File: config.mk
export PLATFORM = sky130hd
export DESIGN_NAME = memCtrl
export DESIGN_NICKNAME = d
export VERILOG_FILES = /design/src/memCtrlPkg.sv /design/src/byteSequencer.sv /design/src/memCtrl.sv /design/src/reqArbiter.sv /design/src/wordAssembler.sv
export SDC_FILE = /design/constraint.sdc
export NUM_CORES = 1
export LEC_CHECK = 0
export ABC_AREA = 1
export BUFFER_PORTS_ARGS = -buffer_cell sky130_fd_sc_hd__buf_2
export CORE_ASPECT_RATIO = 1.75
export CORE_UTILIZATION = 25
export DETAILED_ROUTE_END_ITERATION = 10
export PLACE_DENSITY = 0.5
export REMOVE_ABC_BUFFERS = 1
export SYNTH_ARGS = -nofsm -noshare
export SYNTH_HDL_FRONTEND = slang
export SYNTH_SLANG_ARGS = --single-unit
File: constraint.sdc
create_clock -name clk -period 3.9 [get_ports clk]
set_input_delay 0.39 -clock clk [delete_from_list [all_inputs] [get_ports clk]]
set_output_delay 0.39 -clock clk [all_outputs]
set_load 0.02 [all_outputs]
File: src/memCtrlPkg.sv
package memCtrlPkg;

    // kind of the job currently owned by the controller
    typedef enum logic [1:0] {
        kindFetch = 2'd0,
        kindLoad  = 2'd1,
        kindStore = 2'd2
    } reqKind_e;

    // access length encoded as the byte count
    typedef enum logic [2:0] {
        lenByte = 3'd1,
        lenHalf = 3'd2,
        lenWord = 3'd4
    } accessLen_e;

    localparam int wordBytes = 4;

    // filled one byte lane at a time and handed out as a whole word
    typedef union packed {
        logic [31:0]                word;
        logic [wordBytes-1:0][7:0] lane;
    } memWord_u;

    // RAM read/write control
    localparam logic memRead  = 1'b0;
    localparam logic memWrite = 1'b1;

endpackage

File: src/byteSequencer.sv
`timescale 1ns/1ps

module byteSequencer #(
    parameter int addrWidth = 32
) (
    input  logic                   clk,
    input  logic                   rst,
    input  logic                   i_rdy,
    input  logic                   i_ioFull,
    input  logic                   i_jobStart,
    input  logic [addrWidth-1:0]   i_jobAddr,
    input  memCtrlPkg::reqKind_e   i_jobKind,
    input  memCtrlPkg::accessLen_e i_jobLen,
    input  logic [31:0]            i_jobStoreData,
    output logic [addrWidth-1:0]   o_memAddr,
    output logic                   o_memRw,
    output logic [7:0]             o_memData,
    output logic                   o_issueValid,
    output logic                   o_issueLast,
    output logic [1:0]             o_issueLane
);
    logic       active;
    logic [1:0] byteIdx;
    logic [2:0] lastIdx;
    logic       stall;
    logic       running;
    logic       issue;
    logic       isLast;
    logic       isStore;

    assign stall = !i_rdy || i_ioFull;

    // the job is live from its start pulse on, so byte 0 goes out in that cycle
    assign running = active || i_jobStart;
    assign issue   = running && !stall;

    assign lastIdx = 3'(i_jobLen) - 3'd1;
    assign isLast  = {1'b0, byteIdx} == lastIdx;
    assign isStore = i_jobKind == memCtrlPkg::kindStore;

    always_ff @(posedge clk) begin
        if (rst) begin
            active  <= 1'b0;
            byteIdx <= 2'd0;
        end else if (issue) begin
            if (isLast) begin
                active  <= 1'b0;
                byteIdx <= 2'd0;
            end else begin
                active  <= 1'b1;
                byteIdx <= byteIdx + 2'd1;
            end
        end else if (i_jobStart) begin
            // start pulse fell into a stalled cycle
            active <= 1'b1;
        end
    end

    // quiet read on the RAM port when nothing is issued
    always_comb begin
        o_memAddr = '0;
        o_memRw   = memCtrlPkg::memRead;
        o_memData = 8'h00;
        if (issue) begin
            o_memAddr = i_jobAddr + addrWidth'(byteIdx);
            if (isStore) begin
                o_memRw   = memCtrlPkg::memWrite;
                o_memData = i_jobStoreData[{byteIdx, 3'b000} +: 8];
            end
        end
    end

    assign o_issueValid = issue;
    assign o_issueLast  = issue && isLast;
    assign o_issueLane  = byteIdx;

endmodule

File: src/memCtrl.sv
`timescale 1ns/1ps

module memCtrl #(
    parameter int addrWidth = 32
) (
    input  logic                   clk,
    input  logic                   rst,
    input  logic                   i_rdy,
    input  logic                   i_ioFull,

    // fetch client
    input  logic                   i_infEn,
    input  logic [addrWidth-1:0]   i_infAddr,
    output logic                   o_infDone,
    output logic [31:0]            o_infInst,

    // data client
    input  logic                   i_dcEn,
    input  logic                   i_dcStore,
    input  memCtrlPkg::accessLen_e i_dcLen,
    input  logic [addrWidth-1:0]   i_dcAddr,
    input  logic [31:0]            i_dcData,
    output logic                   o_dcDone,
    output logic [31:0]            o_dcData,

    // byte RAM
    input  logic [7:0]             i_memData,
    output logic [addrWidth-1:0]   o_memAddr,
    output logic                   o_memRw,
    output logic [7:0]             o_memData
);
    logic                   jobStart;
    logic [addrWidth-1:0]   jobAddr;
    memCtrlPkg::reqKind_e   jobKind;
    memCtrlPkg::accessLen_e jobLen;
    logic [31:0]            jobStoreData;
    logic                   jobDone;
    logic                   issueValid;
    logic                   issueLast;
    logic [1:0]             issueLane;

    reqArbiter #(
        .addrWidth(addrWidth)
    ) reqArbiter_i (
        .clk           (clk),
        .rst           (rst),
        .i_rdy         (i_rdy),
        .i_ioFull      (i_ioFull),
        .i_infEn       (i_infEn),
        .i_infAddr     (i_infAddr),
        .i_dcEn        (i_dcEn),
        .i_dcStore     (i_dcStore),
        .i_dcLen       (i_dcLen),
        .i_dcAddr      (i_dcAddr),
        .i_dcData      (i_dcData),
        .i_jobDone     (jobDone),
        .o_jobStart    (jobStart),
        .o_jobAddr     (jobAddr),
        .o_jobKind     (jobKind),
        .o_jobLen      (jobLen),
        .o_jobStoreData(jobStoreData)
    );

    byteSequencer #(
        .addrWidth(addrWidth)
    ) byteSequencer_i (
        .clk           (clk),
        .rst           (rst),
        .i_rdy         (i_rdy),
        .i_ioFull      (i_ioFull),
        .i_jobStart    (jobStart),
        .i_jobAddr     (jobAddr),
        .i_jobKind     (jobKind),
        .i_jobLen      (jobLen),
        .i_jobStoreData(jobStoreData),
        .o_memAddr     (o_memAddr),
        .o_memRw       (o_memRw),
        .o_memData     (o_memData),
        .o_issueValid  (issueValid),
        .o_issueLast   (issueLast),
        .o_issueLane   (issueLane)
    );

    wordAssembler wordAssembler_i (
        .clk         (clk),
        .rst         (rst),
        .i_jobKind   (jobKind),
        .i_memData   (i_memData),
        .i_issueValid(issueValid),
        .i_issueLast (issueLast),
        .i_issueLane (issueLane),
        .o_jobDone   (jobDone),
        .o_infDone   (o_infDone),
        .o_infInst   (o_infInst),
        .o_dcDone    (o_dcDone),
        .o_dcData    (o_dcData)
    );

endmodule

File: src/reqArbiter.sv
`timescale 1ns/1ps

module reqArbiter #(
    parameter int addrWidth = 32
) (
    input  logic                   clk,
    input  logic                   rst,
    input  logic                   i_rdy,
    input  logic                   i_ioFull,
    input  logic                   i_infEn,
    input  logic [addrWidth-1:0]   i_infAddr,
    input  logic                   i_dcEn,
    input  logic                   i_dcStore,
    input  memCtrlPkg::accessLen_e i_dcLen,
    input  logic [addrWidth-1:0]   i_dcAddr,
    input  logic [31:0]            i_dcData,
    input  logic                   i_jobDone,
    output logic                   o_jobStart,
    output logic [addrWidth-1:0]   o_jobAddr,
    output memCtrlPkg::reqKind_e   o_jobKind,
    output memCtrlPkg::accessLen_e o_jobLen,
    output logic [31:0]            o_jobStoreData
);
    logic busy;
    logic stall;
    logic accept;

    assign stall  = !i_rdy || i_ioFull;
    assign accept = !busy && !stall && (i_dcEn || i_infEn);

    // one job at a time until the done pulse releases it
    always_ff @(posedge clk) begin
        if (rst) begin
            busy       <= 1'b0;
            o_jobStart <= 1'b0;
        end else begin
            o_jobStart <= accept;
            if (accept) begin
                busy <= 1'b1;
            end else if (i_jobDone) begin
                busy <= 1'b0;
            end
        end
    end

    always_ff @(posedge clk) begin
        if (rst) begin
            o_jobKind <= memCtrlPkg::kindFetch;
            o_jobLen  <= memCtrlPkg::lenWord;
        end else if (accept) begin
            // data side has priority
            if (i_dcEn) begin
                o_jobKind <= i_dcStore ? memCtrlPkg::kindStore : memCtrlPkg::kindLoad;
                o_jobLen  <= i_dcLen;
            end else begin
                o_jobKind <= memCtrlPkg::kindFetch;
                o_jobLen  <= memCtrlPkg::lenWord;
            end
        end
    end

    // address and store data stay put until the job is done
    always_ff @(posedge clk) begin
        if (accept) begin
            if (i_dcEn) begin
                o_jobAddr      <= i_dcAddr;
                o_jobStoreData <= i_dcData;
            end else begin
                o_jobAddr      <= i_infAddr;
                o_jobStoreData <= 32'h0;
            end
        end
    end

endmodule

File: src/wordAssembler.sv
`timescale 1ns/1ps

module wordAssembler (
    input  logic                 clk,
    input  logic                 rst,
    input  memCtrlPkg::reqKind_e i_jobKind,
    input  logic [7:0]           i_memData,
    input  logic                 i_issueValid,
    input  logic                 i_issueLast,
    input  logic [1:0]           i_issueLane,
    output logic                 o_jobDone,
    output logic                 o_infDone,
    output logic [31:0]          o_infInst,
    output logic                 o_dcDone,
    output logic [31:0]          o_dcData
);
    memCtrlPkg::memWord_u word;
    memCtrlPkg::memWord_u nextWord;

    logic       capValid;
    logic       capLast;
    logic [1:0] capLane;
    logic       isStore;
    logic       isFetch;
    logic       readDone;
    logic       storeDone;
    logic       finish;

    assign isStore = i_jobKind == memCtrlPkg::kindStore;
    assign isFetch = i_jobKind == memCtrlPkg::kindFetch;

    assign readDone  = capValid && capLast;
    assign storeDone = i_issueValid && i_issueLast && isStore;
    assign finish    = readDone || storeDone;

    // returned byte lands in the lane it was requested for
    always_comb begin
        nextWord = word;
        if (capValid) begin
            nextWord.lane[capLane] = i_memData;
        end
    end

    // read data shows up one cycle after its address
    always_ff @(posedge clk) begin
        if (rst) begin
            capValid <= 1'b0;
        end else begin
            capValid <= i_issueValid && !isStore;
        end
    end

    always_ff @(posedge clk) begin
        capLast <= i_issueLast;
        capLane <= i_issueLane;
    end

    always_ff @(posedge clk) begin
        if (rst) begin
            word      <= '0;
            o_jobDone <= 1'b0;
            o_infDone <= 1'b0;
            o_dcDone  <= 1'b0;
            o_infInst <= 32'h0;
            o_dcData  <= 32'h0;
        end else begin
            o_jobDone <= finish;
            o_infDone <= finish && isFetch;
            o_dcDone  <= finish && !isFetch;
            if (readDone) begin
                // empty again so the next short load comes out zero-extended
                word <= '0;
                if (isFetch) begin
                    o_infInst <= nextWord.word;
                end else begin
                    o_dcData <= nextWord.word;
                end
            end else begin
                word <= nextWord;
            end
        end
    end

endmodule
==> metrics.cfg, run 1 <==
[worst_setup_path]
crit_arrival_ns = 2.34
reg2regPathDepth = 7
worstReg2RegStart = reqArbiter_i.o_jobKind[1]
crit_chain = inv_1 -> nand2_1 -> nand2_2 -> clkinv_1 -> buf_4 -> nand2_1 -> a21oi_1 -> buf_2
cp-startpoint = reqArbiter_i.o_jobStart
end_kind = primary output
cp_slowest_cell = nand2_1
cp-start-kind = flip-flop
worstSetupPathType = flip-flop to primary output
r2r-end = wordAssembler_i.o_infInst[8]
crit_fanout = 19
critPathMaxStageDelay_ns = 0.35
cp.required_ns = 3.51
r2r_setup_slack_ns = 1.82
cp_common_cell = nand2_1

[logic_synthesis]
syn_avg_cell_area_um2 = 7.55
yosys_warnings = 0
synth.cell_area_mm2 = 0.00809
synth_top_area_share_pct = 28.0
yosysSeqAreaShare_pct = 51.7
ys_ff_latch = 177
synth_cells = 1072
synth_top_area_cell = dfxtp_1
synth_area_leaders = dfxtp_1, edfxtp_1, nand2_1
synth_cell_types = 35

[die]
fp.coreArea_mm2 = 0.0316
die_y_um = 240
dieArea_mm2 = 0.0331
start_util_pct = 25.6
num_rows = 86
io_pins = 221
die_x_um = 138

[pwr]
combPwrFrac_pct = 6.3
max-vdd-ir-drop_uv = 311
switching_power_mw = 0.957
netSwitchingFraction_pct = 23.8
finalPower_mw = 4.02
seq_power_share_pct = 49.3
clock_power_share_pct = 44.4
leakage_nw = 5.09
intPower_mw = 3.06
powerDensity_mw_per_mm2 = 396

[cells_and_area]
multi_input_area_mm2 = 0.00316
mostFrequentLayoutCells = nand2_1, buf_2, nor2_1
drive_gt1_share_pct = 22.5
area_delta_synth_final_pct = 25.5
final_common_cell = nand2_1
fillers = 3461
nets = 1395
final-seq-area_mm2 = 0.00418

[clock_tree]
cts-root-buf = clkbuf_16
cts.sinks = 177
cts.path.max_buffers = 2
cts_hold_buf = 0
h-tree-depth = 4
clkTransAtPathRegs_ns = 0.07
clkLatencyLatePin_ns = 0.43
numCtsBuffers = 17
cts_tree = done
cts_resized = 0
post_cts_buffers = 0

[timing]
hold_viol_final = 0
fin_setup_tns_ns = 0
fin_worst_skew_ns = 0.0115
rsz0062_at_grt = false
final.period_utilization_pct = 70.0
drv_slew = 0
setup_viol = 0
relSlewSlack_pct = 50.5
worstMarginPinSlew_ns = 0.740
layout_min_cycle_time_ns = 2.73
fmax_mhz = 366

[drt]
drc = 0
ant_nets = 0
wl_um = 25500
drtPass1Iterations = 4
vias_per_cell = 4.30
drtIter0Drc = 244
vias = 7271
detail_route.wl_per_cell_um = 15.1

[global_route]
grt_max_degree = 48
grt-ovfl-total = 0
grt_pass1_wl_um = 38400
groute.usage.overall_pct = 15.9
antenna_found_initial = 6
grt_pass1_vias = 7118

[min_path]
hold_path_end = reqArbiter_i.o_jobStoreData[18]
min_from = i_dcData[18]
min_delay_path_depth = 3
hold_class = input port to flip-flop

[placed_design]
portBuffers = 220
gp_congestion = 0.896
dp_hpwl_um = 19400

[flow_run]
max-cap-violations = 0

[status]
outcome = finished, final reports clean

## worst max-delay path by stage
stage                                endpoint  depth (start not counted)
floorplan           reqArbiter_i.o_jobKind[0]                          6
global placement                 o_memData[4]                          8
finish                           o_memData[1]                          8
detailed placement               o_memData[0]                          8
global route                     o_memData[3]                          8
CTS                              o_memData[0]                          8
## cells by family (layout without fill, tap and decap cells)
group	Yosys count	count (layout)	share of synthesized area, %
simple gates	527	527	25.9
buf+inv	182	400	9.36
flops	177	177	51.7
compound gates	176	176	11.6
xor+xnor	6	6	0.650
fa+ha+maj	4	4	0.711
other cells	0	3	0
## registers in the layout, indices dropped and copies added (netlist names)
name	cells
byteSequencer_i.active	1
byteSequencer_i.o_issueLane	2
reqArbiter_i.busy	1
reqArbiter_i.o_jobAddr	32
reqArbiter_i.o_jobKind	2
reqArbiter_i.o_jobLen	3
reqArbiter_i.o_jobStart	1
reqArbiter_i.o_jobStoreData	32
wordAssembler_i.capLane	2
wordAssembler_i.capLast	1
wordAssembler_i.capValid	1
wordAssembler_i.o_dcData	32
wordAssembler_i.o_dcDone	1
wordAssembler_i.o_infDone	1
wordAssembler_i.o_infInst	32
wordAssembler_i.o_jobDone	1
wordAssembler_i.word	32
## critical path, delay by kind of cell (launching register included)
| family | cells | cell delay, ns |
|---|---|---|
| buffers and inverters | 4 | 0.76 |
| DFF | 1 | 0.30 |
| AOI/OAI and AO/OA | 1 | 0.08 |
| and+or+nand+nor | 3 | 0.75 |
## metal layers
metal,GRT usage [%],up-vias,part of all wire [%]
met5,0,-,0.16
met4,8.07,6,3.2
met3,3.86,50,4.8
met2,30.5,187,55
met1,15.2,3266,37
li1,-,3762,-
## cells in the mapped netlist, drive strengths merged
library cell / n
o21ai: 93
xnor2: 2
o31ai: 1
nand3: 22
xor2: 4
clkinv: 1
o21a: 1
ha: 3
nor2: 213
inv: 137
buf: 32
fa: 1
nor3: 2
o211ai: 9
nand2: 287
a2bb2oi: 1
dfxtp: 113
a21oi: 71
or2: 1
nand3b: 1
nor3b: 1
clkbuf: 12
edfxtp: 64
## layout make-up
type | instances | share of cell area [%]
antenna | 3 | 0.0739
clock buffer | 20 | 4.61
timing repair buffer | 230 | 11.6
multi-input combinational | 713 | 31.1
tap | 396 | 4.88
clock inverter | 12 | 1.42
inverter | 138 | 5.10
sequential | 177 | 41.2
## power by group through the flow
stage               clock network [mW]  registers, mW  logic [mW]
floorplan                            0           2.01       0.119
global placement                     0           2.02       0.258
detailed placement                   0           2.02       0.260
CTS                               1.85           1.98       0.261
global route                      1.92           1.98       0.289
finish                            1.78           1.98       0.252
## stage by stage
stage | hold slack, ns | worst slack (ns) | utilization, % | instances | cell area (um2)
after global routing | 0.196 | 0.933 | 32.1 | 1688 | 10100
after global placement | 0.407 | 1.29 | 30.1 | 1654 | 9530
after floorplan | 0.396 | 1.05 | - | 1028 | 7850
final | 0.212 | 1.17 | 32.1 | 1689 | 10200
after detailed placement | 0.415 | 1.20 | 30.1 | 1654 | 9530
after CTS | 0.177 | 1.07 | 32.1 | 1686 | 10100
(Power assumes the default switching activity.)
==> run 2, diff against run 1 <==
==> constraint.sdc (replaced) <==
create_clock -name clk -period 2.7 [get_ports clk]
set_input_delay 0.27 -clock clk [delete_from_list [all_inputs] [get_ports clk]]
set_output_delay 0.27 -clock clk [all_outputs]
set_load 0.02 [all_outputs]
==> metrics.cfg, run 2 (synthesis results as in run 1) <==
[drt]
detail_route.wl_per_cell_um = 15.1
drtPass1Iterations = 4
wl_um = 25400
drtIter0Drc = 232
vias = 7248
ant_nets = 0
drc = 0
vias_per_cell = 4.29

[clock_tree]
numCtsBuffers = 17
clkTransAtPathRegs_ns = 0.07
h-tree-depth = 4
cts.sinks = 177
clkLatencyLatePin_ns = 0.44
cts_tree = done
cts.path.max_buffers = 2
post_cts_buffers = 0
cts-root-buf = clkbuf_16

[pwr]
intPower_mw = 4.27
max-vdd-ir-drop_uv = 453
combPwrFrac_pct = 6.5
clock_power_share_pct = 43.0
seq_power_share_pct = 50.5
leakage_nw = 5.09
switching_power_mw = 1.40
powerDensity_mw_per_mm2 = 559
netSwitchingFraction_pct = 24.6

[global_route]
grt_max_degree = 68
gr-usage-met1_pct = 15.2
grt_busiest_layer = met2
grt_pass1_vias = 6945
groute.usage.overall_pct = 15.8
met3_usage_pct = 3.75
grt_pass1_wl_um = 38400
grt-ovfl-total = 0
antenna_found_initial = 3
grtUsageMet2_pct = 30.5

[worst_setup_path]
cp_common_cell = nor2_4
crit_arrival_ns = 2.23
critPathMaxStageDelay_ns = 0.41
crit_chain = ha_1 -> fa_1 -> nand2_2 -> nor2_4 -> nand2_4 -> nor2_4 -> nand2_1 -> o21ai_1 -> nor2_1 -> buf_2
crit_fanout = 8
end_kind = primary output
cp_slowest_cell = fa_1
cp.required_ns = 2.43
cp-start-kind = flip-flop
worstSetupPathType = flip-flop to primary output

[placed_design]
place_worst_setup_slack_ns = 0.678
dp_hpwl_um = 19300
portBuffers = 220
place_area_mm2 = 0.00957
gp_congestion = 0.906

[cells_and_area]
drive_gt1_share_pct = 22.7
mostFrequentLayoutCells = nand2_1, buf_2, nor2_1
multi_input_area_mm2 = 0.00317
nets = 1398
final-seq-area_mm2 = 0.00418
final_common_cell = nand2_1
final_area_mm2 = 0.0101
fillers = 3453
area_delta_synth_final_pct = 25.4
n_antenna_cell = 0
final_util_pct = 32.1

[die]
fp.coreArea_mm2 = 0.0316
start_util_pct = 25.6
dieArea_mm2 = 0.0331
die_y_um = 240
io_pins = 221
die_x_um = 138
num_rows = 86

[timing]
rsz0062_at_grt = true
drv_slew = 0
hold_viol_final = 0
fmax_mhz = 401
final.period_utilization_pct = 92.5
relSlewSlack_pct = 47.4
setup_viol = 0
fin_worst_skew_ns = 0.0112
worstMarginPinSlew_ns = 0.787
setup_ws_ns = 0.203
layout_min_cycle_time_ns = 2.50
fin_setup_tns_ns = 0

[status]
outcome = finished, final reports clean

[flow_run]
max-cap-violations = 0

[min_path]
hold_class = input port to flip-flop

-- run 2: per-layer routing --
layer	vias to the layer above	wire [um]	part of all wire [%]
li1	3762	-	-
met1	3230	9260	36
met2	200	14000	55
met3	50	1220	4.8
met4	6	926	3.6
met5	-	37	0.15
-- run 2: area by class of cell --
cell class | count | share of cell area, %
sequential | 177 | 41.2
inverter | 138 | 5.11
clock inverter | 13 | 1.26
timing repair buffer | 233 | 11.9
clock buffer | 19 | 4.37
tap | 396 | 4.88
multi-input combinational | 713 | 31.2
-- run 2: power groups by stage --
stage / registers, mW / logic (mW) / clock network [mW]
floorplan: 2.91 / 0.172 / 0
global placement: 2.92 / 0.379 / 0
detailed placement: 2.92 / 0.383 / 0
CTS: 2.86 / 0.385 / 2.53
global route: 2.87 / 0.427 / 2.64
finish: 2.86 / 0.371 / 2.44
-- run 2: final timing paths --
kind | startpoint | to | slack (ns) | cells past startpoint
setup / recovery | reqArbiter_i.o_jobAddr[0] | o_memAddr[16] | 0.20 | 10
setup reg to reg | wordAssembler_i.capValid | wordAssembler_i.o_dcData[5] | 0.89 | 7
hold / removal | i_dcData[10] | reqArbiter_i.o_jobStoreData[10] | 0.09 | 3
hold reg to reg | wordAssembler_i.o_jobDone | reqArbiter_i.busy | 0.42 | 1
-- run 2: through the flow --
stage	cells	power [mW]	hold slack, ns
after global placement	1657	3.30	0.405
after CTS	1689	5.78	0.0588
final	1689	5.67	0.0876
after global routing	1689	5.93	0.0689
after floorplan	1028	3.08	0.342
after detailed placement	1657	3.30	0.412
-- run 2: critical path, delay by kind of cell (launching register included) --
family	cells	cell delay, ns
AO/OA/AOI/OAI	1	0.05
buffers and inverters	1	0.17
flip-flops	1	0.38
adder cells (fa/ha/maj)	2	0.64
AND/OR/NAND/NOR	6	0.53
-- run 2: timing repair --
action                                  in CTS  in global routing
endpoints found under the setup margin       0                  1
resized for setup                            0                  2
hold buffers                                 0                  0
==> run 3, diff against run 2 <==
--- a/config.mk
+++ b/config.mk
@@ -10,6 +10,7 @@
 export CORE_ASPECT_RATIO = 1.75
 export CORE_UTILIZATION = 25
 export DETAILED_ROUTE_END_ITERATION = 10
+export MAX_ROUTING_LAYER = met4
 export PLACE_DENSITY = 0.5
 export REMOVE_ABC_BUFFERS = 1
 export SYNTH_ARGS = -nofsm -noshare
==> constraint.sdc (replaced) <==
create_clock -name clk -period 2.75 [get_ports clk]
set_input_delay 0.275 -clock clk [delete_from_list [all_inputs] [get_ports clk]]
set_output_delay 0.275 -clock clk [all_outputs]
set_load 0.02 [all_outputs]
==> metrics.cfg, run 3 (synthesis results as in run 1) <==
[pwr]
leakage_nw = 5.09
clock_power_share_pct = 42.5
seq_power_share_pct = 50.9
powerDensity_mw_per_mm2 = 544
netSwitchingFraction_pct = 24.0
switching_power_mw = 1.32
intPower_mw = 4.20
combPwrFrac_pct = 6.6
max-vdd-ir-drop_uv = 515

[worst_setup_path]
cp-start-kind = flip-flop
reg2regPathDepth = 8
crit_arrival_ns = 2.19
cp.required_ns = 2.48
end_kind = primary output
crit_fanout = 5
worstSetupPathType = flip-flop to primary output

[cells_and_area]
mostFrequentLayoutCells = nand2_1, buf_2, nor2_1
final_area_mm2 = 0.0102
final_common_cell = nand2_1
drive_gt1_share_pct = 22.4
nets = 1398
final_util_pct = 32.1
layout.cells.non_filler = 1691
fillers = 3469
area_delta_synth_final_pct = 25.5

[timing]
hold_viol_final = 0
fmax_mhz = 406
layout_min_cycle_time_ns = 2.46
rsz0062_at_grt = false
drv_slew = 0
whs_ns = 0.0838
fin_worst_skew_ns = 0.0118
worstMarginPinSlew_ns = 0.788
fin_setup_tns_ns = 0
final.period_utilization_pct = 89.6
relSlewSlack_pct = 47.3
setup_viol = 0

[drt]
detail_route.wl_per_cell_um = 15.0
wl_um = 25400
ant_nets = 0
drc = 0
drtPass1Iterations = 4
vias_per_cell = 4.30
vias = 7267
drtIter0Drc = 218

[global_route]
grt_pass1_wl_um = 38300
groute.usage.overall_pct = 16.3
grt_max_degree = 59
antenna_found_initial = 3
grt-ovfl-total = 0
grt_pass1_vias = 7101

[clock_tree]
cts.path.max_buffers = 2
post_cts_buffers = 0
cts-root-buf = clkbuf_16
clkTransAtPathRegs_ns = 0.06
cts_tree = done
cts_hold_buf = 0
h-tree-depth = 4
cts.sinks = 177
cts_resized = 0
numCtsBuffers = 17
clkLatencyLatePin_ns = 0.44

[placed_design]
dp_hpwl_um = 19300
dp.cells = 1657
portBuffers = 220
place_area_mm2 = 0.00958
gp_congestion = 0.901

[die]
io_pins = 221
start_util_pct = 25.6
num_rows = 86
fp.coreArea_mm2 = 0.0316
die_y_um = 240
die_x_um = 138
dieArea_mm2 = 0.0331

[min_path]
min_delay_path_depth = 3
hold_class = input port to flip-flop

[flow_run]
max-cap-violations = 0

[status]
outcome = finished, final reports clean

run 3: cell count changes in the layout (fill, tap and decap cells not counted), moves of 2 or more:
| cell | before | now |
|---|---|---|
| clkbuf_16 | 17 | 19 |
| clkinv_2 | 4 | 0 |
| diode_2 | 0 | 3 |
| inv_4 | 0 | 2 |
| inv_8 | 3 | 1 |
run 3: through the flow:
step / setup slack (ns) / total power, mW
floorplan: 0.0132 / 3.03
global placement: 0.759 / 3.24
detailed placement: 0.712 / 3.25
CTS: 0.232 / 5.63
global route: 0.0389 / 5.76
finish: 0.286 / 5.52
run 3: worst max-delay path: stages, from the launching register on:
cell and delay [ns]:
edfxtp_1 0.37, ha_1 0.23, fa_1 0.41, nand2_2 0.12
nor2_4 0.05, nand2_4 0.13, nor2_4 0.06, nand3_1 0.08
nand2_1 0.06, nor2_1 0.08, buf_2 0.17
run 3: layout make-up:
| class | instances | area [um2] | share of cell area (%) |
|---|---|---|---|
| inverter | 138 | 518 | 5.10 |
| multi-input combinational | 713 | 3160 | 31.1 |
| timing repair buffer | 233 | 1220 | 12.1 |
| clock buffer | 22 | 497 | 4.89 |
| antenna | 3 | 7.51 | 0.0739 |
| sequential | 177 | 4180 | 41.2 |
| tap | 396 | 495 | 4.88 |
| clock inverter | 9 | 70.1 | 0.690 |
run 3: final timing paths:
check                                               endpoint                      start  slack, ns
worst max register to register  wordAssembler_i.o_infInst[0]  reqArbiter_i.o_jobKind[1]       1.01
worst min-delay path                reqArbiter_i.o_jobLen[2]                 i_dcLen[2]       0.08
worst min register to register             reqArbiter_i.busy  wordAssembler_i.o_jobDone       0.42
worst max-delay path                           o_memAddr[26]  reqArbiter_i.o_jobAddr[0]       0.29
run 3: metal layers:
metal	track usage [%]	up-vias	share of wire (%)
met4	8.83	0	4.3
met5	-	-	0
li1	-	3762	-
met1	14.8	3233	36
met3	3.98	54	5.3
met2	30.3	218	54
run 3: power by group through the flow:
stage               sequential (mW)  combinational [mW]  clock, mW
global placement               2.87               0.374          0
global route                   2.81               0.418       2.53
detailed placement             2.87               0.376          0
CTS                            2.81               0.378       2.45
finish                         2.81               0.364       2.35
floorplan                      2.86               0.169          0
